<file path="config.mk">
export PLATFORM = sky130hd
export DESIGN_NAME = sclk_divider
export DESIGN_NICKNAME = d
export VERILOG_FILES = /design/src/common/sdspi_pkg.sv /design/src/spi_engine/sclk_divider.sv
export VERILOG_INCLUDE_DIRS = /design/src /design/src/common
export SDC_FILE = /design/constraint.sdc
export NUM_CORES = 1
export LEC_CHECK = 0
export CAP_MARGIN = 20
export CORE_MARGIN = 2
export CORE_UTILIZATION = 57
export DETAILED_ROUTE_END_ITERATION = 10
export DONT_BUFFER_PORTS = 1
export GPL_ROUTABILITY_DRIVEN = 0
export PLACE_DENSITY = 0.75
export SYNTH_ARGS = -nofsm -noshare
export SYNTH_HDL_FRONTEND = slang
export SYNTH_SLANG_ARGS = --single-unit
export TNS_END_PERCENT = 5
</file>
<file path="constraint.sdc">
create_clock -name i_clk -period 2.8 [get_ports i_clk]
set_input_delay 0 -clock i_clk [delete_from_list [all_inputs] [get_ports i_clk]]
set_output_delay 0 -clock i_clk [all_outputs]
set_load 0.03 [all_outputs]
</file>
<file path="src/common/sdspi_params.svh">
`ifndef SDSPI_PARAMS_SVH
`define SDSPI_PARAMS_SVH

// FIFO depth is 2**SDSPI_FIFO_LOG2 bytes
`define SDSPI_FIFO_LOG2 9

// register byte offsets
`define SDSPI_ADDR_SCALER 12'h000
`define SDSPI_ADDR_WDOG   12'h008
`define SDSPI_ADDR_CTRL   12'h044
`define SDSPI_ADDR_TXDATA 12'h048
`define SDSPI_ADDR_RXDATA 12'h04C

`define SDSPI_IDLE_BYTE 8'hFF   // sent when the tx FIFO runs dry

`endif

</file>
<file path="src/common/sdspi_pkg.sv">
`default_nettype none

`include "sdspi_params.svh"

package sdspi_pkg;

    typedef logic [7:0] byte_t;                         // one serial byte
    typedef logic [`SDSPI_FIFO_LOG2:0] fifo_cnt_t;      // 0 .. depth
    typedef logic [15:0] scaler_t;                      // sclk half-period in i_clk cycles
    typedef logic [15:0] wdog_t;                        // start-bit wait, sclk periods
    typedef logic [15:0] byte_cnt_t;
    typedef logic [11:0] reg_addr_t;
    typedef logic [31:0] reg_data_t;
    typedef logic [6:0] crc7_t;

    // code is visible in CTRL bits 6:4
    typedef enum logic [2:0] {
        idle      = 3'd0,
        wait_edge = 3'd1,
        send_data = 3'd2,
        recv_data = 3'd3,
        ending    = 3'd5
    } spi_state_t;

endpackage

`default_nettype wire

</file>
<file path="src/spi_engine/sclk_divider.sv">
`timescale 1ns/1ps
`default_nettype none

module sclk_divider (
    input  wire                     i_clk,
    input  wire                     i_nrst,
    input  wire sdspi_pkg::scaler_t i_scaler,
    input  wire                     i_restart,
    output logic                    o_level,
    output logic                    o_rise,
    output logic                    o_fall
);

    sdspi_pkg::scaler_t cnt;

    always_ff @(posedge i_clk or negedge i_nrst) begin
        if (!i_nrst) begin
            cnt     <= '0;
            o_level <= 1'b0;
            o_rise  <= 1'b0;
            o_fall  <= 1'b0;
        end else begin
            o_rise <= 1'b0;
            o_fall <= 1'b0;
            if (i_restart) begin
                cnt <= '0;                                 // new scaler written
            end else if (i_scaler != '0) begin
                if (cnt == i_scaler - 16'd1) begin
                    cnt     <= '0;
                    o_level <= ~o_level;
                    o_rise  <= ~o_level;
                    o_fall  <= o_level;
                end else begin
                    cnt <= cnt + 16'd1;
                end
            end
        end
    end

endmodule

`default_nettype wire

</file>
### Yosys cells after proc, flatten, opt, wreduce, memory -nomap -nowiden

Cells that the tools add are included.
Widths: inputs -> output; s select.

| word-level totals | value |
|---|---|
| output and inout bits | 3 |
| bits in registers | 19 |
| bits of input ports | 19 |

| cells by class | value |
|---|---|
| bitwise operators | 2 |
| reductions and logical operators | 3 |
| muxes and demuxes | 9 |
| add/sub/neg operators | 2 |
| equality and inequality tests | 1 |

Operators with widths:

| operator | number |
|---|---|
| $mux 16 | 3 |
| $add 16x1->16 const B | 1 |
| $eq 16x16->1 | 1 |
| $reduce_bool 16->1 | 1 |
| $sub 16x1->16 const B | 1 |
| $mux 1 | 6 |
| $reduce_and 3->1 | 1 |
| $not 1->1 | 2 |
| $reduce_bool 2->1 | 1 |

### Longest topological paths before layout

| logic depth | value |
|---|---|
| depth in word-level cells | 5 |
| gate-level depth with buffers | 10 |
| gate-level depth less buffers | 9 |

### Least setup slack after synthesis

Ideal clock, no wire load.

| timing path | value |
|---|---|
| path type | input to register |
| from | input i_scaler[3] |
| to | register cnt[2] |
| data arrival time | 2390 ps |
| setup time | 127 ps |
| setup slack | 283 ps |
| cell stages on the path | 10 |
| path through | buf_6 or4_1 clkbuf_2 a2111o_1 a311oi_1 nand4_1 or4_1 buf_2 a31oi_1 mux2i_1 |

| on the way | value |
|---|---|
| cells in the longest elaborated chain, start to end | 5 |

Ends and longest elaborated chain:

| what | line | source |
|---|---|---|
| start, declared | sclk_divider.sv:7 | `input wire sdspi_pkg::scaler_t i_scaler,` |
| $sub 16x1->16 | sclk_divider.sv:28 | `if (cnt == i_scaler - 16'd1) begin` |
| $eq 16x16->1 | sclk_divider.sv:28 |  |
| $mux 16 | sclk_divider.sv:28 |  |
| $mux 16 | sclk_divider.sv:27 | `end else if (i_scaler != '0) begin` |
| $mux 16 | sclk_divider.sv:25 | `if (i_restart) begin` |
| end signal, assigned | sclk_divider.sv:34 | `cnt <= cnt + 16'd1;` |
| end, declared | sclk_divider.sv:14 | `sdspi_pkg::scaler_t cnt;` |

Several ways; a longest one is shown, not always the timed one. The select of a mux whose other input is x is not followed.
A chain may end at the register's enable or synchronous reset.

### Worst setup path in the final report

| timing path | value |
|---|---|
| from | register cnt[15] |
| to | register cnt[6] |

| on the way | value |
|---|---|
| cells in the longest elaborated chain, start to end | 4 |

Ends and longest elaborated chain:

| what | line |
|---|---|
| $eq 16x16->1 | sclk_divider.sv:28 |
| $mux 16 | sclk_divider.sv:28 |
| $mux 16 | sclk_divider.sv:27 |
| $mux 16 | sclk_divider.sv:25 |

Every way passes these cells. The select of a mux whose other input is x is not followed.

==> reports/results.ini <==
[status]
status = finished with violations
violations = DRC

[synthesis]
synth-main-ff-cell = dfrtp_1
yosys.area.top_type = dfrtp_1
synth_fp_nets = 233
async_reset_ff_share_pct = 100
synth_top_area_share_pct = 27.8
ys_warn_count = 0
ys_seq_elements = 19
ys_types = 46
syn_area_um2 = 1710
avgSynthCellArea_um2 = 8.07
synth_edf_count = 0
yosys-top-cells-area = dfrtp_1 28%, xnor2_1 4.6%, xor2_1 4.6%, nand3_1 4.4%, a221o_1 4.1%
syn_inst = 212
seq_area_frac_synth_pct = 27.8

[clocking]
cts.sink_count = 19
root_buffer = clkbuf_4
clk_pin_slew_ps = 110
htree_levels = 1
clockBufferDepth = 2
cts_tree = built
postCtsSetupBuffers = 0
clock_latency_ps = 300
cts_made_buffers = 3

[critical_path]
crit_path_end_kind = register
path_class = reg2reg
critical_path.startpoint_type = register
crit_arrival_ps = 2820
required_ps = 3000
worst-path-max-fanout = 11

[global_routing]
grt_util_all_layers_pct = 27.9
grt_max_degree = 20
grt_pass1_vias = 1654
antenna_found_initial = 0
overflow = 0
grt_pass1_wl_um = 7380

[die]
core_um2 = 2810
ioPinCount = 22
die_w_um = 58.8
row_count = 19
dieArea_um2 = 3460
start_util_pct = 61.0
die_y_um = 58.8

[power_and_ir_drop]
power_density_nw_per_um2 = 285
vdd_drop_max_v = 0.000266
leakage_nw = 0.693

[detailed_routing]
drt-total-wl_um = 4450
vias_per_cell = 7.11
vias = 1713
dr.pass1.iters = 7
ant_nets = 0
route.detailed.drc = 1
drt-initial-drc-count = 108
wl_per_cell_um = 18.5

[flow_run]
cap_violations = 0

[sta]
skew_ps = 8.19
finalCriticalPeriod_ps = 2620
fin_crit_sh_pct = 93.5
slew_viol_final = 0
max_freq_ghz = 0.382
finalSetupTns_ps = 0
setup_ws_ps = 182
max-slew-margin-rel_pct = 41.1
finalSetupViolCount = 0
rsz0062_at_grt = no
finalHoldViolations = 0
worstMarginPinSlew_ps = 880

[placed_design]
dpl.hpwl_um = 3370
pre_cts_slack_ps = 73.8
place_inst = 236
port_buffers = 0

[cells_and_area]
final.fill_count = 266
layout_common_cells = 19 x dfrtp_1, 17 x nor2_1, 15 x nand3_1
synthToLayoutAreaGrowth_pct = 3.36
final_common_cell = dfrtp_1
antennaDiodeCount = 0
fin_nets = 232
drive_gt1_share_pct = 7.14
instances_no_fill = 241
fin_util_pct = 63.1

[min_path]
hp-class = in2reg

[worst max-delay path: stages (launching register included)]
cell and delay, ps:
dfrtp_1 440, xnor2_1 190, or4_1 500, nor4_1 360, a31oi_4 70, nor4_2 330
nor2_1 230, a221o_1 390
[per-layer routing]
metal	vias to the layer above	GRT usage [%]	part of all wire (%)	wire length, um
met3	6	6.59	6.1	273
li1	797	-	-	-
met2	70	46.8	49	2160
met5	-	0	0	0
met4	0	5.52	0.52	23
met1	840	36.8	45	1990
[what timing repair did]
item                                    in CTS  in global routing
hold buffers                                 1                  0
gates resized for setup                      0                  1
endpoints found under the setup margin       0                  2
endpoints found under the hold margin       19                  0
[registers in the layout (all words and copies together), names as in the netlist]
signal / cells
o_fall: 1
o_level: 1
o_rise: 1
cnt: 16
[synth_stat cells, types with 2 or more instances]
cell type,instances
a21oi_1,3
nor4_1,9
nor2b_1,7
ha_1,2
o21ai_0,4
nor2_1,17
dfrtp_1,19
o21ai_1,2
mux2i_1,3
a221oi_1,2
or4_1,7
xor2_1,9
a221o_1,7
clkbuf_1,8
or2_2,2
nand3_1,15
o31ai_1,2
nand3b_1,2
a22o_1,3
and2_1,3
buf_6,2
or3_1,5
nor4b_1,2
nor3_1,7
and3_1,5
buf_2,2
nand4_1,7
nor3b_1,3
inv_1,10
nand2b_1,4
a31oi_1,6
nand2_1,11
xnor2_1,9
[cell families after synthesis]
kind of cell	synth area share, %
AND/OR/NAND/NOR	35.5
AO/OA/AOI/OAI	18.2
buffers and inverters	6.14
flip-flops	27.8
XOR/XNOR	9.21
multiplexers	1.75
adder cells (fa/ha/maj)	1.46
[stage by stage]
step	hold WS, ps	total power [mW]	instance area [um^2]
global placement	-295	0.356	1730
finish	35.6	0.504	1770
floorplan	-296	0.347	1710
CTS	23.2	0.506	1770
detailed placement	-295	0.360	1730
global route	52.8	0.532	1770
[path summary, 6_finish.rpt]
kind	endpoint	depth (start not counted)	start	slack, ps
worst min register to register	cnt[9]$_DFFE_PN0P_	1	cnt[9]$_DFFE_PN0P_	590
worst max register to register	cnt[6]$_DFFE_PN0P_	7	cnt[15]$_DFFE_PN0P_	180
worst min-delay path	cnt[9]$_DFFE_PN0P_	3	i_restart	40
min in group asynchronous	cnt[6]$_DFFE_PN0P_	1	i_nrst	250
max in group asynchronous	cnt[11]$_DFFE_PN0P_	1	i_nrst	2010
worst max-delay path	cnt[6]$_DFFE_PN0P_	7	cnt[15]$_DFFE_PN0P_	180
[layout make-up]
class / instances / area, um^2 / area share [%]
clock buffer: 3 / 22.5 / 1.27
clock inverter: 1 / 5.00 / 0.283
inverter: 10 / 37.5 / 2.12
multi-input combinational: 170 / 1130 / 64.1
sequential: 19 / 475 / 26.9
tap: 31 / 38.8 / 2.19
timing repair buffer: 7 / 55.1 / 3.11
[report_power, final]
group	internal, mW	switching [mW]	total, mW
Clock	0.0533	0.0884	0.142
Sequential	0.278	0.00631	0.284
Combinational	0.0312	0.0470	0.0782
Power figures use the tool's default switching activity.
