`src/common/sdspi_params.svh`:
```
`ifndef SDSPI_PARAMS_SVH
`define SDSPI_PARAMS_SVH

// FIFO depth is 2**SDSPI_FIFO_LOG2 bytes
`define SDSPI_FIFO_LOG2 9

// register byte offsets
`define SDSPI_ADDR_SCALER 12'h000
`define SDSPI_ADDR_WDOG   12'h008
`define SDSPI_ADDR_CTRL   12'h044
`define SDSPI_ADDR_TXDATA 12'h048
`define SDSPI_ADDR_RXDATA 12'h04C

`define SDSPI_IDLE_BYTE 8'hFF   // sent when the tx FIFO runs dry

`endif

```
`src/common/sdspi_pkg.sv`:
```
`default_nettype none

`include "sdspi_params.svh"

package sdspi_pkg;

    typedef logic [7:0] byte_t;                         // one serial byte
    typedef logic [`SDSPI_FIFO_LOG2:0] fifo_cnt_t;      // 0 .. depth
    typedef logic [15:0] scaler_t;                      // sclk half-period in i_clk cycles
    typedef logic [15:0] wdog_t;                        // start-bit wait, sclk periods
    typedef logic [15:0] byte_cnt_t;
    typedef logic [11:0] reg_addr_t;
    typedef logic [31:0] reg_data_t;
    typedef logic [6:0] crc7_t;

    // code is visible in CTRL bits 6:4
    typedef enum logic [2:0] {
        idle      = 3'd0,
        wait_edge = 3'd1,
        send_data = 3'd2,
        recv_data = 3'd3,
        ending    = 3'd5
    } spi_state_t;

endpackage

`default_nettype wire

```
`src/design/byte_fifo.sv`:
```
`timescale 1ns/1ps
`default_nettype none

module byte_fifo #(
    parameter int LOG2_DEPTH = 4
) (
    input  wire                   i_clk,
    input  wire                   i_nrst,
    input  wire                   i_push,
    input  wire sdspi_pkg::byte_t i_wdata,
    input  wire                   i_pop,
    output sdspi_pkg::byte_t      o_rdata,
    output logic                  o_empty,
    output logic                  o_full,
    output sdspi_pkg::fifo_cnt_t  o_count
);

    localparam int DEPTH = 1 << LOG2_DEPTH;

    sdspi_pkg::byte_t      mem [DEPTH];
    logic [LOG2_DEPTH-1:0] wr_ptr;
    logic [LOG2_DEPTH-1:0] rd_ptr;
    logic [LOG2_DEPTH:0]   count;
    logic                  do_push;
    logic                  do_pop;

    assign o_full  = count[LOG2_DEPTH];                    // count == DEPTH
    assign o_empty = (count == '0);
    assign o_count = sdspi_pkg::fifo_cnt_t'(count);
    assign o_rdata = mem[rd_ptr];                          // show-ahead

    assign do_push = i_push & ~o_full;
    assign do_pop  = i_pop & ~o_empty;

    always_ff @(posedge i_clk) begin
        if (do_push) begin
            mem[wr_ptr] <= i_wdata;
        end
    end

    always_ff @(posedge i_clk or negedge i_nrst) begin
        if (!i_nrst) begin
            wr_ptr <= '0;
            rd_ptr <= '0;
            count  <= '0;
        end else begin
            if (do_push) begin
                wr_ptr <= wr_ptr + 1'b1;
            end
            if (do_pop) begin
                rd_ptr <= rd_ptr + 1'b1;
            end
            case ({do_push, do_pop})
                2'b10:   count <= count + 1'b1;
                2'b01:   count <= count - 1'b1;
                default: count <= count;
            endcase
        end
    end

endmodule

`default_nettype wire

```
`config.mk`:
```
export PLATFORM = sky130hd
export DESIGN_NAME = byte_fifo
export DESIGN_NICKNAME = d
export VERILOG_FILES = /design/src/common/sdspi_pkg.sv /design/src/design/byte_fifo.sv
export VERILOG_INCLUDE_DIRS = /design/src /design/src/common
export SDC_FILE = /design/constraint.sdc
export NUM_CORES = 1
export LEC_CHECK = 0
export BUFFER_PORTS_ARGS = -buffer_cell sky130_fd_sc_hd__buf_4
export CORE_AREA = 2 2 73 144
export CTS_CLUSTER_DIAMETER = 60
export DETAILED_ROUTE_END_ITERATION = 16
export DIE_AREA = 0 0 75 146
export PLACE_DENSITY_LB_ADDON = 0.12
export SLEW_MARGIN = 20
export SYNTH_ARGS = -nofsm -noshare
export SYNTH_HDL_FRONTEND = slang
export SYNTH_SLANG_ARGS = --single-unit
```
`constraint.sdc`:
```
create_clock -name i_clk -period 3.3 [get_ports i_clk]
set_input_delay 0.66 -clock i_clk [delete_from_list [all_inputs] [get_ports i_clk]]
set_output_delay 0.66 -clock i_clk [all_outputs]
set_load 0.01 [all_outputs]
```
* After elaboration in Yosys (flattened, before gate mapping)
Memories as Yosys holds them, arrays and structs flattened.
Cells that the tools add are included.
** Word-level totals
- Input port bits :: 12
- Memories :: 1
- Bits in writable memories :: 128
- Flip-flop bits (word level) :: 13
- Output and inout port bits :: 20
- Word-level logic and storage cells :: 19
** Memories
- mem :: words 16, width 8, rd ports 1, clocked after Yosys merged registers in 0, wr ports 1, line byte_fifo.sv:20 : sdspi_pkg::byte_t mem [DEPTH];
** Cells by class
- Bitwise operators :: 4
- Equality and inequality tests :: 2
- Muxes and demuxes :: 3
- Reductions and logical operators :: 2
- $add $sub $neg :: 4
** Operators by type and width (count)
- one-hot mux 5 bit (2 select lines) :: 1
- adder 4 x 1 -> 4 bit (second input constant) :: 2
- adder 5 x 1 -> 5 bit (second input constant) :: 1
- logical NOT 5 bit :: 1
- subtractor 5 x 1 -> 5 bit (second input constant) :: 1
- AND 1 bit :: 2
- equality test 2 x 1 -> 1 bit (second input constant) :: 1
- equality test 2 bit (second input constant) :: 1
- 2-to-1 mux 1 bit :: 2
- inverter 1 bit :: 2
- nonzero test 2 bit :: 1

* Depth between registers and ports, before layout
- Word-level depth :: 5
- Mapped depth :: 12
- Mapped depth without buffers :: 11

* Worst setup path before layout
Ideal clock, no wire load.
- Kind :: register to register
- Start :: register count[0]
- End :: register count[4]
- Cell stages (with the launch flop) :: 12
- Library setup time :: 0.127 ns
- Path slack :: 0.447 ns
- Data arrival time :: 2.726 ns
- Cell sequence :: dfrtp_1 or4_1 nor2_2 nor2b_1 buf_6 ha_1 ha_1 nor2b_1 o21ai_0 a21oi_1 or3b_1 xnor2_1
** On the way
- Word-level cells in the longest chain between the ends :: 5
** RTL lines
- start: declaration :: line byte_fifo.sv:23 : logic [LOG2_DEPTH:0] count;
- start signal: assignment :: line byte_fifo.sv:54 : 2'b10: count <= count + 1'b1;
- start signal: assignment :: line byte_fifo.sv:55 : 2'b01: count <= count - 1'b1;
- start signal: assignment :: line byte_fifo.sv:56 : default: count <= count;
- logical NOT 5 bit * :: line byte_fifo.sv:28 : assign o_empty = (count == '0);
- net o_empty :: line byte_fifo.sv:13 : output logic o_empty,
- inverter 1 bit * :: line byte_fifo.sv:33 : assign do_pop = i_pop & ~o_empty;
- AND 1 bit * :: line byte_fifo.sv:33
- net do_pop :: line byte_fifo.sv:25 : logic do_pop;
- equality test 2 x 1 -> 1 bit or equality test 2 bit (tied branches) :: line byte_fifo.sv:53 : case ({do_push, do_pop})
- one-hot mux 5 bit (2 select lines) or nonzero test 2 bit (tied branches)
Mark *: on every way through the listed nets, which the timed path passes. The rest lies on a longest branch.
A chain may end at the register's enable or synchronous reset.

* Final worst setup path
- Start :: register rd_ptr[2]
- End :: output o_rdata[2]
** On the way
- Word-level cells in the longest chain between the ends :: 1
** RTL lines
- start: declaration :: line byte_fifo.sv:22 : logic [LOG2_DEPTH-1:0] rd_ptr;
- start signal: assignment :: line byte_fifo.sv:51 : rd_ptr <= rd_ptr + 1'b1;
- memory read (16 x 8 bit)
- end: declaration :: line byte_fifo.sv:12 : output sdspi_pkg::byte_t o_rdata,
Every way passes these cells.

==> results.md <==
* Synth cell count leaders: edfxtp_1, mux2i_1, o21ai_0
* CTS tree: yes
* Post CTS Setup Buffer Count at 0
* Starting Density at 0.591
* Cell Int Power at 4.11 mW
* Placed cell count at 491
* Crit start category: register
* Endpoints failing setup at 0
* P_leak at 2.39 nW
* Outcome: complete, no violations
* Critical path class: reg2out
* FP Rows at 51
* Share of cells above drive strength 1 at 0.256
* Yosys warns at 0
* Hold buffers post-CTS at 0
* Psw at 1.88 mW
* Clock sink total at 141
* GRT Overall Usage at 0.230
* Reg2Reg Depth at 10
* CTS-repair resized insts at 0
* Largest net degree at the start of global routing at 35
* Setup TNS at 0 ns
* Initial DRT Pass Iterations at 5
* Clk_skew at 0.00926 ns
* Remaining antenna violation count at 0
* Core area at 9760 um2
* Most common cell in the netlist: edfxtp_1
* Normalized max-slew margin at 0.416
* Worst Tran Pin Value at 0.872 ns
* Critical path cell sequence: and2_1 -> a221oi_1 -> o21ai_0 -> nand2_1 -> buf_4
* Synthesized area at 5770 um2
* CP endpoint kind: output pin
* Sequential fraction of the synthesis area at 0.722
* Final hold vios at 0
* Fmax achieved at 338 MHz
* Cells after synthesis at 337
* Crit path time final at 2.96 ns
* H-tree Lvls at 4
* Fin nets at 400
* Number of synthesized flops with an enable pin at 128
* Initial antenna violation count at 0
* Post-DR vias/cell at 5.80
* IO buf count at 26
* Die ar. at 11000 um2
* Die H at 146 um
* CTS root buf: clkbuf_16
* Hold Path Class: in2async
* Worst R2R Start: count[0]
* PD cells at 891 nW/um2
* DP HPWL at 7670 um
* Top-area cell type share of the netlist area at 0.666
* Final period util at 0.898
* Vias in the first global route at 3234
* Area delta synth->final at 16.4%
* Crit path DAT at 2.30 ns
* Routed WL per cell at 21.8 um
* Slowest stage delay, CP at 0.55 ns
* Switching part of the total at 0.314
* Seq cells post-synth at 141
* Slowest stage cell on the critical path: dfrtp_1
* Clock Power Share at 0.304
* Inserted Diodes at 0
* Setup crit start: rd_ptr[2]
* Ys flop type: edfxtp_1
* Fraction of registers with async set/reset at 0.0922
* Total grt overflow at 0
* Iter 0 DRT Violations at 250
* Clock transition at path regs at 0.05 ns
* Gate power share at 0.310
* RSZ-0062 raised after global routing: false
* Worst skew pair latency at 0.41 ns
* Clock buffer depth at 2
* Final std cells w/o fill at 522
* Die Wd at 75 um
* Syn_area_per_cell at 17.1 um2
* Final Max Tran Viols at 0
* Max Fanout on Critical Path at 12
* CTS Buf Count at 17
* Routability cong. at 0.773
* Drc violations at 0
* I/O pin total at 32
* Worst EP required at 2.64 ns
* Routed via count at 3030
* Area contributors post-synth: edfxtp_1, mux4_2, dfrtp_1
* First-pass GRT wire length at 17600 um
* Netlist cell types at 33
* Routed wire length at 11400 um
* Max-cap violations at 0
* Dominant cell type by area after synthesis: edfxtp_1
* Sequential Power Share at 0.386
* Peak supply drop at 0.729 mV
critical path, delay by kind of cell, from the launching register on:
family                 cells  cell delay, ns
AO/OA/AOI/OAI              2            0.70
AND/OR/NAND/NOR            2            0.53
flip-flops                 1            0.55
buffers and inverters      1            0.12
final cells by class:
cell class	instances	area, um2
multi-input cells	169	1460
clock inverters	14	148
inverters	7	26.3
fillers	667	3040
well taps	132	165
clock buffers	17	425
repair buffers	42	328
flip-flops and latches	141	4170
cells by family after synthesis:
group,count (synthesis),share of synthesized area
buffers and inverters,31,0.0280
adders and majority gates,10,0.0230
muxes,50,0.124
xor gates and xnor gates,10,0.0152
other,1,0.000650
DFF,141,0.722
and+or+nand+nor,47,0.0373
AOI/OAI and AO/OA,47,0.0499
final timing paths:
| kind | slack (ns) | to |
|---|---|---|
| max in group asynchronous | 3.03 | rd_ptr[0] |
| hold reg to reg | 0.54 | count[3] |
| setup / recovery | 0.34 | o_rdata[2] |
| min in group i_clk | 0.54 | count[3] |
| hold / removal | 0.09 | count[1] |
| setup reg to reg | 0.41 | count[4] |
layout by cell type, fill, tap and decap left out, drive strengths merged, types with 5 or more instances in the layout:
cell type,count
edfxtp,128
buf,42
mux2i,25
o21ai,20
nand2,18
clkbuf,17
mux4,16
nor2,13
dfrtp,13
a21oi,10
ha,9
mux2,9
a221oi,8
a22oi,8
inv,8
xnor2,7
clkinv,6
conb,5
clkinvlp,5
layer usage:
| layer | track usage | vias up | share of wire |
|---|---|---|---|
| li1 | - | 1370 | - |
| met1 | 0.268 | 1538 | 0.37 |
| met2 | 0.393 | 101 | 0.56 |
| met3 | 0.0485 | 21 | 0.039 |
| met4 | 0.104 | 0 | 0.026 |
| met5 | 0 | - | 0 |
sequential cells by signal, summed over array words and instances, names as in the netlist:
name	count
rd_ptr	4
mem	128
count	5
wr_ptr	4
stage by stage:
step / util / power, mW / area [um2] / hold WS (ns) / setup slack [ns]
final: 0.688 / 5.99 / 6720 / 0.0882 / 0.338
after CTS: 0.688 / 6.04 / 6720 / 0.0803 / 0.367
after floorplan: - / 3.57 / 5790 / 0.364 / 0.447
after global routing: 0.688 / 6.28 / 6720 / 0.0882 / 0.236
after detailed placement: 0.630 / 4.22 / 6150 / 0.518 / 0.455
after global placement: 0.630 / 4.18 / 6150 / 0.516 / 0.467
power by group through the flow:
stage / Sequential [mW] / Combinational (mW) / Clock [mW]
2_1_floorplan: 2.26 / 1.31 / 0
3_3_place_gp: 2.33 / 1.85 / 0
3_5_place_dp: 2.35 / 1.87 / 0
4_1_cts: 2.31 / 1.88 / 1.84
5_1_grt: 2.33 / 2.04 / 1.92
6_report: 2.31 / 1.86 / 1.82
Power figures use the tool's default switching activity.
