### src/common/sdspi_params.svh
`ifndef SDSPI_PARAMS_SVH
`define SDSPI_PARAMS_SVH

// FIFO depth is 2**SDSPI_FIFO_LOG2 bytes
`define SDSPI_FIFO_LOG2 9

// register byte offsets
`define SDSPI_ADDR_SCALER 12'h000
`define SDSPI_ADDR_WDOG   12'h008
`define SDSPI_ADDR_CTRL   12'h044
`define SDSPI_ADDR_TXDATA 12'h048
`define SDSPI_ADDR_RXDATA 12'h04C

`define SDSPI_IDLE_BYTE 8'hFF   // sent when the tx FIFO runs dry

`endif

### src/common/sdspi_pkg.sv
`default_nettype none

`include "sdspi_params.svh"

package sdspi_pkg;

    typedef logic [7:0] byte_t;                         // one serial byte
    typedef logic [`SDSPI_FIFO_LOG2:0] fifo_cnt_t;      // 0 .. depth
    typedef logic [15:0] scaler_t;                      // sclk half-period in i_clk cycles
    typedef logic [15:0] wdog_t;                        // start-bit wait, sclk periods
    typedef logic [15:0] byte_cnt_t;
    typedef logic [11:0] reg_addr_t;
    typedef logic [31:0] reg_data_t;
    typedef logic [6:0] crc7_t;

    // code is visible in CTRL bits 6:4
    typedef enum logic [2:0] {
        idle      = 3'd0,
        wait_edge = 3'd1,
        send_data = 3'd2,
        recv_data = 3'd3,
        ending    = 3'd5
    } spi_state_t;

endpackage

`default_nettype wire

### src/design/sdspi_regs.sv
`timescale 1ns/1ps
`default_nettype none

`include "sdspi_params.svh"

module sdspi_regs (
    input  wire                        i_clk,
    input  wire                        i_nrst,
    input  wire                        i_req_valid,
    input  wire sdspi_pkg::reg_addr_t  i_req_addr,
    input  wire                        i_req_write,
    input  wire sdspi_pkg::reg_data_t  i_req_wdata,
    output logic                       o_req_ready,
    output logic                       o_resp_valid,
    output sdspi_pkg::reg_data_t       o_resp_rdata,
    input  wire                        i_resp_ready,
    input  wire                        i_tx_full,
    input  wire sdspi_pkg::byte_t      i_rx_head,
    input  wire                        i_rx_empty,
    input  wire sdspi_pkg::spi_state_t i_state,
    input  wire sdspi_pkg::byte_cnt_t  i_bytes_left,
    input  wire                        i_gen_crc,
    input  wire                        i_rx_ena,
    input  wire                        i_rx_synced,
    output logic                       o_tx_push,
    output sdspi_pkg::byte_t           o_tx_data,
    output logic                       o_rx_pop,
    output sdspi_pkg::scaler_t         o_scaler,
    output logic                       o_scaler_we,
    output sdspi_pkg::wdog_t           o_wdog,
    output logic                       o_ctrl_we,
    output sdspi_pkg::reg_data_t       o_ctrl_wdata
);

    logic                 accept;
    logic                 wr;
    logic                 rd;
    sdspi_pkg::reg_data_t rdata;

    assign o_req_ready = ~o_resp_valid | i_resp_ready;     // stall only on a held response
    assign accept      = i_req_valid & o_req_ready;
    assign wr          = accept & i_req_write;
    assign rd          = accept & ~i_req_write;

    assign o_tx_push    = wr & (i_req_addr == `SDSPI_ADDR_TXDATA);
    assign o_tx_data    = i_req_wdata[7:0];
    assign o_rx_pop     = rd & (i_req_addr == `SDSPI_ADDR_RXDATA);
    assign o_scaler_we  = wr & (i_req_addr == `SDSPI_ADDR_SCALER);
    assign o_ctrl_we    = wr & (i_req_addr == `SDSPI_ADDR_CTRL);
    assign o_ctrl_wdata = i_req_wdata;

    always_comb begin
        rdata = '0;
        case (i_req_addr)
            `SDSPI_ADDR_SCALER: rdata[15:0] = o_scaler;
            `SDSPI_ADDR_WDOG:   rdata[15:0] = o_wdog;
            `SDSPI_ADDR_CTRL: begin
                rdata[6:4]   = i_state;
                rdata[7]     = i_gen_crc;
                rdata[8]     = i_rx_ena;
                rdata[9]     = i_rx_synced;
                rdata[31:16] = i_bytes_left;
            end
            `SDSPI_ADDR_TXDATA: rdata[31] = i_tx_full;
            `SDSPI_ADDR_RXDATA: begin
                rdata[7:0] = i_rx_head;                    // show-ahead head, popped on accept
                rdata[31]  = i_rx_empty;
            end
            default: rdata = '0;
        endcase
    end

    always_ff @(posedge i_clk or negedge i_nrst) begin
        if (!i_nrst) begin
            o_scaler     <= '0;
            o_wdog       <= '0;
            o_resp_valid <= 1'b0;
        end else begin
            if (o_scaler_we) begin
                o_scaler <= i_req_wdata[15:0];
            end
            if (wr && (i_req_addr == `SDSPI_ADDR_WDOG)) begin
                o_wdog <= i_req_wdata[15:0];
            end
            if (accept) begin
                o_resp_valid <= 1'b1;
            end else if (i_resp_ready) begin
                o_resp_valid <= 1'b0;
            end
        end
    end

    always_ff @(posedge i_clk) begin
        if (accept) begin
            o_resp_rdata <= rdata;                         // held until taken
        end
    end

endmodule

`default_nettype wire

### config.mk
export PLATFORM = sky130hd
export DESIGN_NAME = sdspi_regs
export DESIGN_NICKNAME = d
export VERILOG_FILES = /design/src/common/sdspi_pkg.sv /design/src/design/sdspi_regs.sv
export VERILOG_INCLUDE_DIRS = /design/src /design/src/common
export SDC_FILE = /design/constraint.sdc
export NUM_CORES = 1
export LEC_CHECK = 0
export BUFFER_PORTS_ARGS = -buffer_cell sky130_fd_sc_hd__buf_2
export CAP_MARGIN = 20
export CORE_ASPECT_RATIO = 0.6
export CORE_MARGIN = 2
export CORE_UTILIZATION = 39
export CTS_CLUSTER_SIZE = 8
export DETAILED_ROUTE_END_ITERATION = 16
export PLACE_DENSITY = 0.85
export SLEW_MARGIN = 20
export SYNTH_ARGS = -nofsm -noshare
export SYNTH_HDL_FRONTEND = slang
export SYNTH_SLANG_ARGS = --single-unit
export TNS_END_PERCENT = 50
### constraint.sdc
create_clock -name i_clk -period 2.3 [get_ports i_clk]
set_input_delay 0.46 -clock i_clk [delete_from_list [all_inputs] [get_ports i_clk]]
set_output_delay 0.46 -clock i_clk [all_outputs]
set_load 0.005 [all_outputs]
== Word-level counts from Yosys, hierarchy flattened ==
Cells that the tools add are included.
Word-level totals
  register bits: 65
  output and inout bits: 110
  logic and storage cells: 29
Operators by class
  equality and inequality tests: 4
  multiplexer cells: 7
  bitwise operators: 10
  reduce and logical (&&, ||, !) cells: 3
Operators by type and width (number)
  equality test 12 x 7 -> 1 bit (second input constant): 3
  case mux 4 bit (4 select lines): 1
  equality test 12 x 4 -> 1 bit (second input constant): 1
  logical NOT 12 bit: 1
  case mux 4 bit (3 select lines): 1
  case mux 6 bit (2 select lines): 1
  bitwise AND 1 bit: 7
  case mux 2 bit (3 select lines): 1
  case mux 1 bit (3 select lines): 1
  two-way mux 1 bit: 2
  inverter 1 bit: 2
  nonzero test 2 bit: 1
  logical AND 1 bit: 1
  OR 1 bit: 1

== Logic depth before layout (Yosys ltp) ==
Gate-level depths: netlist of the first run.
  depth after elaboration: 5
  gate-level depth with buffers: 6
  gate-level depth less buffers: 4

== Worst setup path before layout of the first run ==
OpenSTA, ideal clock, no wires.
  kind: input to output
  from: input port i_req_addr[1]
  to: output port o_ctrl_we
  arrival time: 1.966 ns
  required time: 1.840 ns
  path slack: -0.126 ns
  stages on the path: 5
  path buffers: 1
  path through: or4_4 > or4_4 > nor2_8 > buf_6 > and2_1
On the way
  word-level cells in the longest chain between the ends: 2
RTL lines
  start: declaration: line sdspi_regs.sv:10  | input wire sdspi_pkg::reg_addr_t i_req_addr,
  equality test 12 x 7 -> 1 bit
  bitwise AND 1 bit: line sdspi_regs.sv:49  | assign o_ctrl_we = wr & (i_req_addr == `SDSPI_ADDR_CTRL);
  end: declaration: line sdspi_regs.sv:31  | output logic o_ctrl_we,
No other way between the ends.

== Worst setup path in the final report of the first run ==
Same ends and word-level chain as after synthesis.

==> results.yml, run 1 <==
status:
  status: "finished with violations"
  violations: "setup timing"
floorplan:
  ioPinCount: 191
  core_area_sq_um: 7851
  initial_core_util_pct: 40.03
  dieArea_sq_um: 8816
  die_h_microns: 73.54
  fp.dieW_microns: 119.9
  rows: 25
setup_path:
  path_max_fanout: 2
  crit_path_start_kind: "input pin"
  r2r_slack_ns: 0.60
  crit_type: "input pin to output port"
  end_kind: "output port"
  worstReg2RegEnd: "o_scaler[11]"
  rr_startpoint: "o_resp_valid"
  ff2ff_path_depth: 5
  arrival_ns: 1.98
  crit_required_ns: 1.84
yosys:
  yosys.cell_types.count: 28
  synth-seq-cells: 65
  synthMuxAreaShare_pct: 16.92
  synth_seq_area_share_pct: 56.85
  syn_inst: 235
  synthSimpleGateAreaFrac_pct: 11.27
  ys.flop_type: "dfrtp_1"
  synth_common_cells: "41 x buf_4, 33 x dfrtp_1, 32 x edfxtp_1, 20 x mux2_1, 17 x and2_1"
  yosys.area.top_type: "edfxtp_1"
  synth-xor-area-share_pct: 0
  synth_area_leaders: "edfxtp_1 31%, dfrtp_1 26%, buf_4 9.8%"
  yosys_warnings: 0
  synthArstFlopShare_pct: 50.77
  synth_compound_area_share_pct: 3.264
  synth_nets: 316
  yosysMostFrequentCell: "buf_4"
  synth_fa_ha_area_share_pct: 0
  syn_avg_cell_area_sq_um: 13.37
  synth_edf_count: 32
  synth_top_area_share_pct: 30.57
  synth_top_family_by_area: "multiplexers"
  synth_area_sq_um: 3143
clocking:
  cts_tree: "done"
  clock_latency_ns: 0.32
  cts_buffers: 9
  cts.sinks: 65
  htreeDepth: 3
  cts-root-buf: "clkbuf_16"
  cts_buffer_depth: 2
  cts.clk_slew.worst_paths_ns: 0.05
grt:
  gr-usage-met2_pct: 28.00
  grt_max_degree: 34
  grt_util_met1_pct: 21.34
  grt_pass1_vias: 2193
  gr-max-usage-layer: "met2"
  gr-total-overflow: 0
  grt_pass1_wl_microns: 11180
  grt_use_total_pct: 17.24
  antenna_found_initial: 0
  grt_use_met3_pct: 6.988
flow_run:
  max_cap_viol_count: 0
sta:
  final-max-slew-violation-count: 0
  hold_violations: 0
  skew_ns: 0.004467
  period_minus_slack_ns: 2.435
  setup_viol: 2
  finalCritPeriodShare_pct: 105.9
  tightest_slew_ns: 0.7996
  setup_ws_ns: -0.1352
  max_freq_mhz: 410.6
  fin_tns_setup_ns: -0.2222
  fin_hold_ws_ns: 0.2265
  slew_headroom_pct: 46.69
  rsz0062_at_grt: "true"
layout:
  diodes: 0
  fill_cells: 714
  area_delta_synth_final_pct: 31.97
  design_area_sq_um: 4148
  fin_nets: 450
  drive_gt1_share_pct: 56.42
drt:
  first_iter_violations: 81
  vias: 2306
  wl_per_cell_microns: 15.55
  routed_wirelength_microns: 7497
  drt_first_pass_iters: 4
  drc: 0
  ant_nets: 0
  viasPerCell: 4.784
placed_design:
  place_ws_ns: -0.1476
  routabilityCongestion: 0.8062
  io_buffer_count: 158
  hpwl_microns: 5434
  placed_area_sq_um: 3840
pwr:
  p_leak_nw: 2.140
  p_per_area_nw_per_um2: 643.2
  power_w: 0.002668
  ir_worst_vdd_v: 0.0004750
worst_hold_path:
  holdCritPathClass: "input pin to async pin"
## what timing repair did
item / 4_1_cts / 5_1_grt
endpoints found under the setup margin: 3 / 4
gates resized for setup: 3 / 4
hold buffers: 0 / 0
setup buffers: 0 / 0
## stage by stage
stage                     std cells  util (%)
final                           482     52.83
after global routing            482     52.83
after CTS                       482     52.56
after detailed placement        466     48.91
after global placement          466     48.91
after floorplan                 235         -
## worst max path at each step
stage / start / end
6_report: i_req_addr[1] / o_ctrl_we
2_1_floorplan: i_req_addr[1] / o_ctrl_we
5_1_grt: i_req_addr[1] / o_ctrl_we
3_3_place_gp: i_req_addr[1] / o_scaler_we
4_1_cts: i_req_addr[1] / o_ctrl_we
3_5_place_dp: i_req_addr[1] / o_scaler_we
## cell type report
| cell class | instances | area, sq um | area share [%] |
|---|---|---|---|
| clock buffers | 13 | 250.2 | 6.033 |
| clock inverters | 3 | 17.52 | 0.4223 |
| multi-input cells | 120 | 1011 | 24.37 |
| flip-flops and latches | 65 | 1787 | 43.08 |
| well taps | 108 | 135.1 | 3.258 |
| repair buffers | 173 | 947.2 | 22.84 |
## placed cells by master (no fill, tap or decap), types with 3 or more instances in the layout
master,Yosys,final
buf_2,3,155
dfrtp_1,33,33
edfxtp_1,32,32
mux2_1,20,20
mux2i_1,16,16
and2_1,17,15
mux2_2,13,13
buf_4,41,13
nor2_1,10,10
clkbuf_16,0,9
nand2_1,8,8
nand2b_1,6,6
a21oi_1,5,5
o22ai_1,4,4
or4_4,3,3
clkbuf_1,2,3
buf_6,3,3
## sequential cells by signal, indices dropped and copies added, names as in the netlist
register and count:
o_wdog 16, o_resp_rdata 32, o_scaler 16, o_resp_valid 1
## report_power, final
part           total (W)  internal (W)  leakage (nW)  switching (W)
Clock            0.00122      0.000755         0.130       0.000462
Sequential       0.00125       0.00125         0.780     0.00000581
Combinational   0.000197     0.0000926          1.23       0.000105
Total            0.00267       0.00210          2.14       0.000573
## critical path: stages
cell	delay (ns)
buf_6	0.09
or4_4	0.53
or4_4	0.57
nor2_8	0.10
and2_4	0.14
buf_6	0.09
## cells by family after synthesis
family                 count (synthesis)
AOI/OAI and AO/OA                     15
and+or+nand+nor                       56
DFF                                   65
buffers and inverters                 50
muxes                                 49
## per-layer routing
layer	vias up	wire, microns	part of all wire, %
met5	-	0	0
met4	0	57	0.76
met2	143	3540	47
met3	7	897	12
met1	1082	3001	40
li1	1074	-	-
No activity file was read; power rests on OpenSTA's default activity.
==> inputs of run 2 (changes only) <==
CORE_UTILIZATION = 29   (was 39)
PLACE_DENSITY = 0.69   (was 0.85)
SETUP_SLACK_MARGIN = 0.15   (was not set)
==> results.yml, run 2 (synthesis gave the netlist of run 1 again) <==
floorplan:
  ioPinCount: 191
  fp.dieW_microns: 138.4
  dieArea_sq_um: 11710
  rows: 29
  initial_core_util_pct: 29.77
  die_h_microns: 84.64
  core_area_sq_um: 10560
layout:
  layout_common_cells: "156 x buf_2, 33 x dfrtp_1, 32 x edfxtp_1"
  fin_nets: 449
  design_area_sq_um: 4174
  drive_gt1_share_pct: 55.50
  top_regs: "o_resp_rdata: 32 flops, o_scaler: 16 flops, o_wdog: 16 flops"
  area_delta_synth_final_pct: 32.80
  final_common_cell: "buf_2"
  regMostFlops: "o_resp_rdata"
  largest_register_ff_count: 32
  diodes: 0
  instances_no_fill: 512
drt:
  first_iter_violations: 47
  drt_first_pass_iters: 4
  wl_per_cell_microns: 15.79
  viasPerCell: 4.449
  drc: 0
  vias: 2278
  routed_wirelength_microns: 8085
  ant_nets: 0
status:
  status: "finished with violations"
  violations: "setup timing"
flow_run:
  max_cap_viol_count: 0
sta:
  setup_ws_ns: -0.1165
  setup_viol: 3
  fin_hold_ws_ns: 0.2189
  slew_headroom_pct: 46.66
  rsz0062_at_grt: "true"
  max_freq_mhz: 413.8
  tightest_slew_ns: 0.8002
  hold_violations: 0
  skew_ns: 0.006144
  final-max-slew-violation-count: 0
  period_minus_slack_ns: 2.416
  finalCritPeriodShare_pct: 105.1
pwr:
  power_w: 0.002697
  p_per_area_nw_per_um2: 646.1
  ir_worst_vdd_v: 0.0003489
  p_leak_nw: 2.138
setup_path:
  crit_required_ns: 1.84
  crit_chain: "buf_6 -> or4_4 -> or4_4 -> nor2_8 -> and2_1 -> buf_2"
  crit_type: "input pin to output port"
  end_kind: "output port"
  path_buf_inv: 2
  slowest_stage: "or4_4"
  cpMostUsedCell: "or4_4"
  critical_path.top_delay_family: "simple AND/OR/NAND/NOR gates"
  arrival_ns: 1.96
  path_max_fanout: 2
  crit_path_start_kind: "input pin"
  cp_slowest_stage_delay_ns: 0.57
clocking:
  cts_buffers: 9
  cts.clk_slew.worst_paths_ns: 0.06
  cts-root-buf: "clkbuf_16"
  cts_tree: "done"
  clock_latency_ns: 0.32
  cts_buffer_depth: 2
  htreeDepth: 3
  cts.sinks: 65
worst_hold_path:
  holdCritPathClass: "input pin to async pin"
placed_design:
  place_ws_ns: -0.1988
  placed_area_sq_um: 3851
  io_buffer_count: 158
  hpwl_microns: 5770
  routabilityCongestion: 0.8125
  dp.cells: 495
grt:
  grt_pass1_vias: 2304
  grt_use_total_pct: 13.84
  antenna_found_initial: 0
  gr-total-overflow: 0
  grt_max_degree: 34
  grt_pass1_wl_microns: 12350
[run 2: path summary, 6_finish.rpt]
| path | slack (ns) | to | from | depth (start not counted) |
|---|---|---|---|---|
| max | -0.12 | o_ctrl_we | i_req_addr[4] | 6 |
| min | 0.22 | o_wdog[0] | i_nrst | 1 |
| max reg2reg | 0.61 | o_scaler[11] | o_resp_valid | 5 |
| min reg2reg | 0.52 | o_scaler[9] | o_scaler[9] | 1 |
| max in group asynchronous | 1.56 | o_wdog[11] | i_nrst | 1 |
| min in group i_clk | 0.36 | o_resp_valid | i_req_valid | 2 |
[run 2: layout make-up]
class / count / area [sq um]
Clock buffer: 16 / 271.5
Sequential cell: 65 / 1787
Multi-Input combinational cell: 120 / 1017
Tap cell: 139 / 173.9
Fill cell: 1055 / 6385
Timing Repair Buffer: 172 / 924.6
[run 2: power by group]
group | internal [W] | switching, W | total (W)
clock network | 0.000790 | 0.000454 | 0.00124
registers | 0.00125 | 0.00000699 | 0.00126
logic | 0.0000928 | 0.000105 | 0.000197
total | 0.00213 | 0.000566 | 0.00270
[run 2: metal layers]
| metal | part of all wire [%] | vias up | GRT usage [%] | wire length [microns] |
|---|---|---|---|---|
| met5 | 0 | - | 0 | 0 |
| li1 | - | 1072 | - | - |
| met3 | 8.3 | 15 | 5.990 | 670 |
| met4 | 1.1 | 0 | 4.360 | 87 |
| met2 | 47 | 99 | 22.59 | 3801 |
| met1 | 44 | 1092 | 16.71 | 3525 |
[run 2: stage by stage]
stage	util (%)	TNS, ns
floorplan	-	-0.1258
global placement	36.47	-1.515
detailed placement	36.47	-2.207
CTS	39.36	-0.1554
global route	39.53	-0.3272
finish	39.53	-0.1669
[run 2: what timing repair did]
item                                    4_1_cts  5_1_grt
hold buffers                                  0        0
gates resized for setup                       5        2
buffers inserted                              0        1
endpoints found under the hold margin         0        0
pin swaps                                     1        2
endpoints found under the setup margin        4        4
==> inputs of run 3 (changes only) <==
ABC_AREA = 0   (was not set)
CORE_UTILIZATION = 39   (was 29)
PLACE_DENSITY = 0.85   (was 0.69)
==> results.yml, run 3 (synthesis gave the netlist of run 1 again) <==
setup_path:
  rr_startpoint: "o_resp_valid"
  crit_path_start_kind: "input pin"
  end_kind: "output port"
  crit_type: "input pin to output port"
  cp-endpoint: "o_ctrl_we"
  r2r_slack_ns: 0.59
  arrival_ns: 1.97
  worstReg2RegEnd: "o_scaler[11]"
  path_max_fanout: 2
  crit_required_ns: 1.84
  crit_start: "i_req_addr[4]"
  ff2ff_path_depth: 5
flow_run:
  max_cap_viol_count: 0
layout:
  drive_gt1_share_pct: 56.53
  regMostFlops: "o_resp_rdata"
  final_common_cell: "buf_2"
  layout_common_cells: "155 x buf_2, 33 x dfrtp_1, 32 x edfxtp_1"
  top_regs: "o_resp_rdata: 32 flops, o_scaler: 16 flops, o_wdog: 16 flops"
  fin_nets: 451
  instances_no_fill: 483
  area_delta_synth_final_pct: 32.21
  fill_cells: 711
  largest_register_ff_count: 32
  diodes: 0
  design_area_sq_um: 4155
clocking:
  cts_tree: "done"
  cts.clk_slew.worst_paths_ns: 0.05
  clock_latency_ns: 0.32
  cts_hold_buffers: 0
  cts_buffer_depth: 2
  cts_buffers: 9
  htreeDepth: 3
  cts.sinks: 65
  cts-root-buf: "clkbuf_16"
placed_design:
  io_buffer_count: 158
  routabilityCongestion: 0.8062
  placed_area_sq_um: 3840
  dp.cells: 466
  hpwl_microns: 5434
  place_ws_ns: -0.1476
floorplan:
  die_h_microns: 73.54
  ioPinCount: 191
  core_area_sq_um: 7851
  rows: 25
  initial_core_util_pct: 40.03
  dieArea_sq_um: 8816
  fp.dieW_microns: 119.9
sta:
  rsz0062_at_grt: "true"
  final-max-slew-violation-count: 0
  period_minus_slack_ns: 2.434
  slew_headroom_pct: 46.61
  setup_viol: 2
  hold_violations: 0
  tightest_slew_ns: 0.8009
  setup_ws_ns: -0.1342
  finalCritPeriodShare_pct: 105.8
  skew_ns: 0.004364
  max_freq_mhz: 410.8
worst_hold_path:
  holdCritPathClass: "input pin to async pin"
pwr:
  p_leak_nw: 2.145
  ir_worst_vdd_v: 0.0004749
  p_per_area_nw_per_um2: 641.7
status:
  violations: "setup timing"
  status: "finished with violations"
grt:
  grt_use_total_pct: 17.32
  grt_max_degree: 34
  grt_pass1_wl_microns: 11250
  antenna_found_initial: 0
  gr-total-overflow: 0
  grt_pass1_vias: 2208
drt:
  vias: 2300
  drc: 0
  first_iter_violations: 71
  drt_first_pass_iters: 4
  wl_per_cell_microns: 15.53
  routed_wirelength_microns: 7502
  ant_nets: 0
  viasPerCell: 4.762
==> run 3: changes by cell type in the layout (fill, tap and decap cells not counted) <==
cell / change
clkbuf_8: -1
clkbuf_1: -2
nor4_4: -1
clkinvlp_4: +1
nor4_2: +1
buf_4: +2
and2_1: -1
and2_4: +1
clkinv_2: +2
buf_2: -1
buf_12: +1
==> run 3: worst max-delay path, stage by stage <==
cell and delay (ns):
buf_6 0.09, or4_4 0.53, or4_4 0.57, nor2_8 0.10, and2_4 0.14, buf_6 0.09
==> run 3: final cells by class <==
type | count | area [sq um] | share of cell area (%)
tap | 108 | 135.1 | 3.252
sequential | 65 | 1787 | 43.00
timing repair buffer | 174 | 954.7 | 22.97
clock buffer | 13 | 250.2 | 6.022
clock inverter | 3 | 17.52 | 0.4216
multi-input combinational | 120 | 1011 | 24.33
==> run 3: power breakdown <==
| group | internal, W | switching (W) |
|---|---|---|
| registers | 0.00125 | 0.00000579 |
| logic | 0.0000926 | 0.000105 |
| clock network | 0.000755 | 0.000461 |
==> run 3: how the worst min path moves through the flow <==
stage | to | from | depth (start not counted)
3_3_place_gp | o_scaler[8] | o_scaler[8] | 1
3_5_place_dp | o_scaler[12] | o_scaler[12] | 1
5_1_grt | o_scaler[5] | i_nrst | 1
6_report | o_wdog[6] | i_nrst | 1
4_1_cts | o_wdog[6] | i_nrst | 1
2_1_floorplan | o_resp_valid | i_nrst | 0
==> run 3: metal layers <==
layer	global-route usage [%]	vias up	part of all wire (%)
met2	28.25	133	47
li1	-	1073	-
met1	21.34	1087	41
met5	0	-	0
met4	5.490	0	0.76
met3	7.065	7	11
==> run 3: what timing repair did <==
action | 4_1_cts | 5_1_grt
endpoints found under the setup margin | 4 | 4
cloned | 0 | 0
resized for setup | 7 | 0
pin swaps | 1 | 0
buffers inserted | 1 | 0
==> run 3: stage by stage <==
step | TNS, ns | total power, W | hold WS [ns] | util (%)
final | -0.2191 | 0.002666 | 0.2273 | 52.92
after global routing | -0.3417 | 0.002773 | 0.2668 | 52.92
after CTS | -0.2296 | 0.002699 | 0.2472 | 52.92
after detailed placement | -2.673 | 0.001470 | 0.5008 | 48.91
after global placement | -1.439 | 0.001465 | 0.4896 | 48.91
after floorplan | -0.1258 | 0.001382 | 0.1644 | -
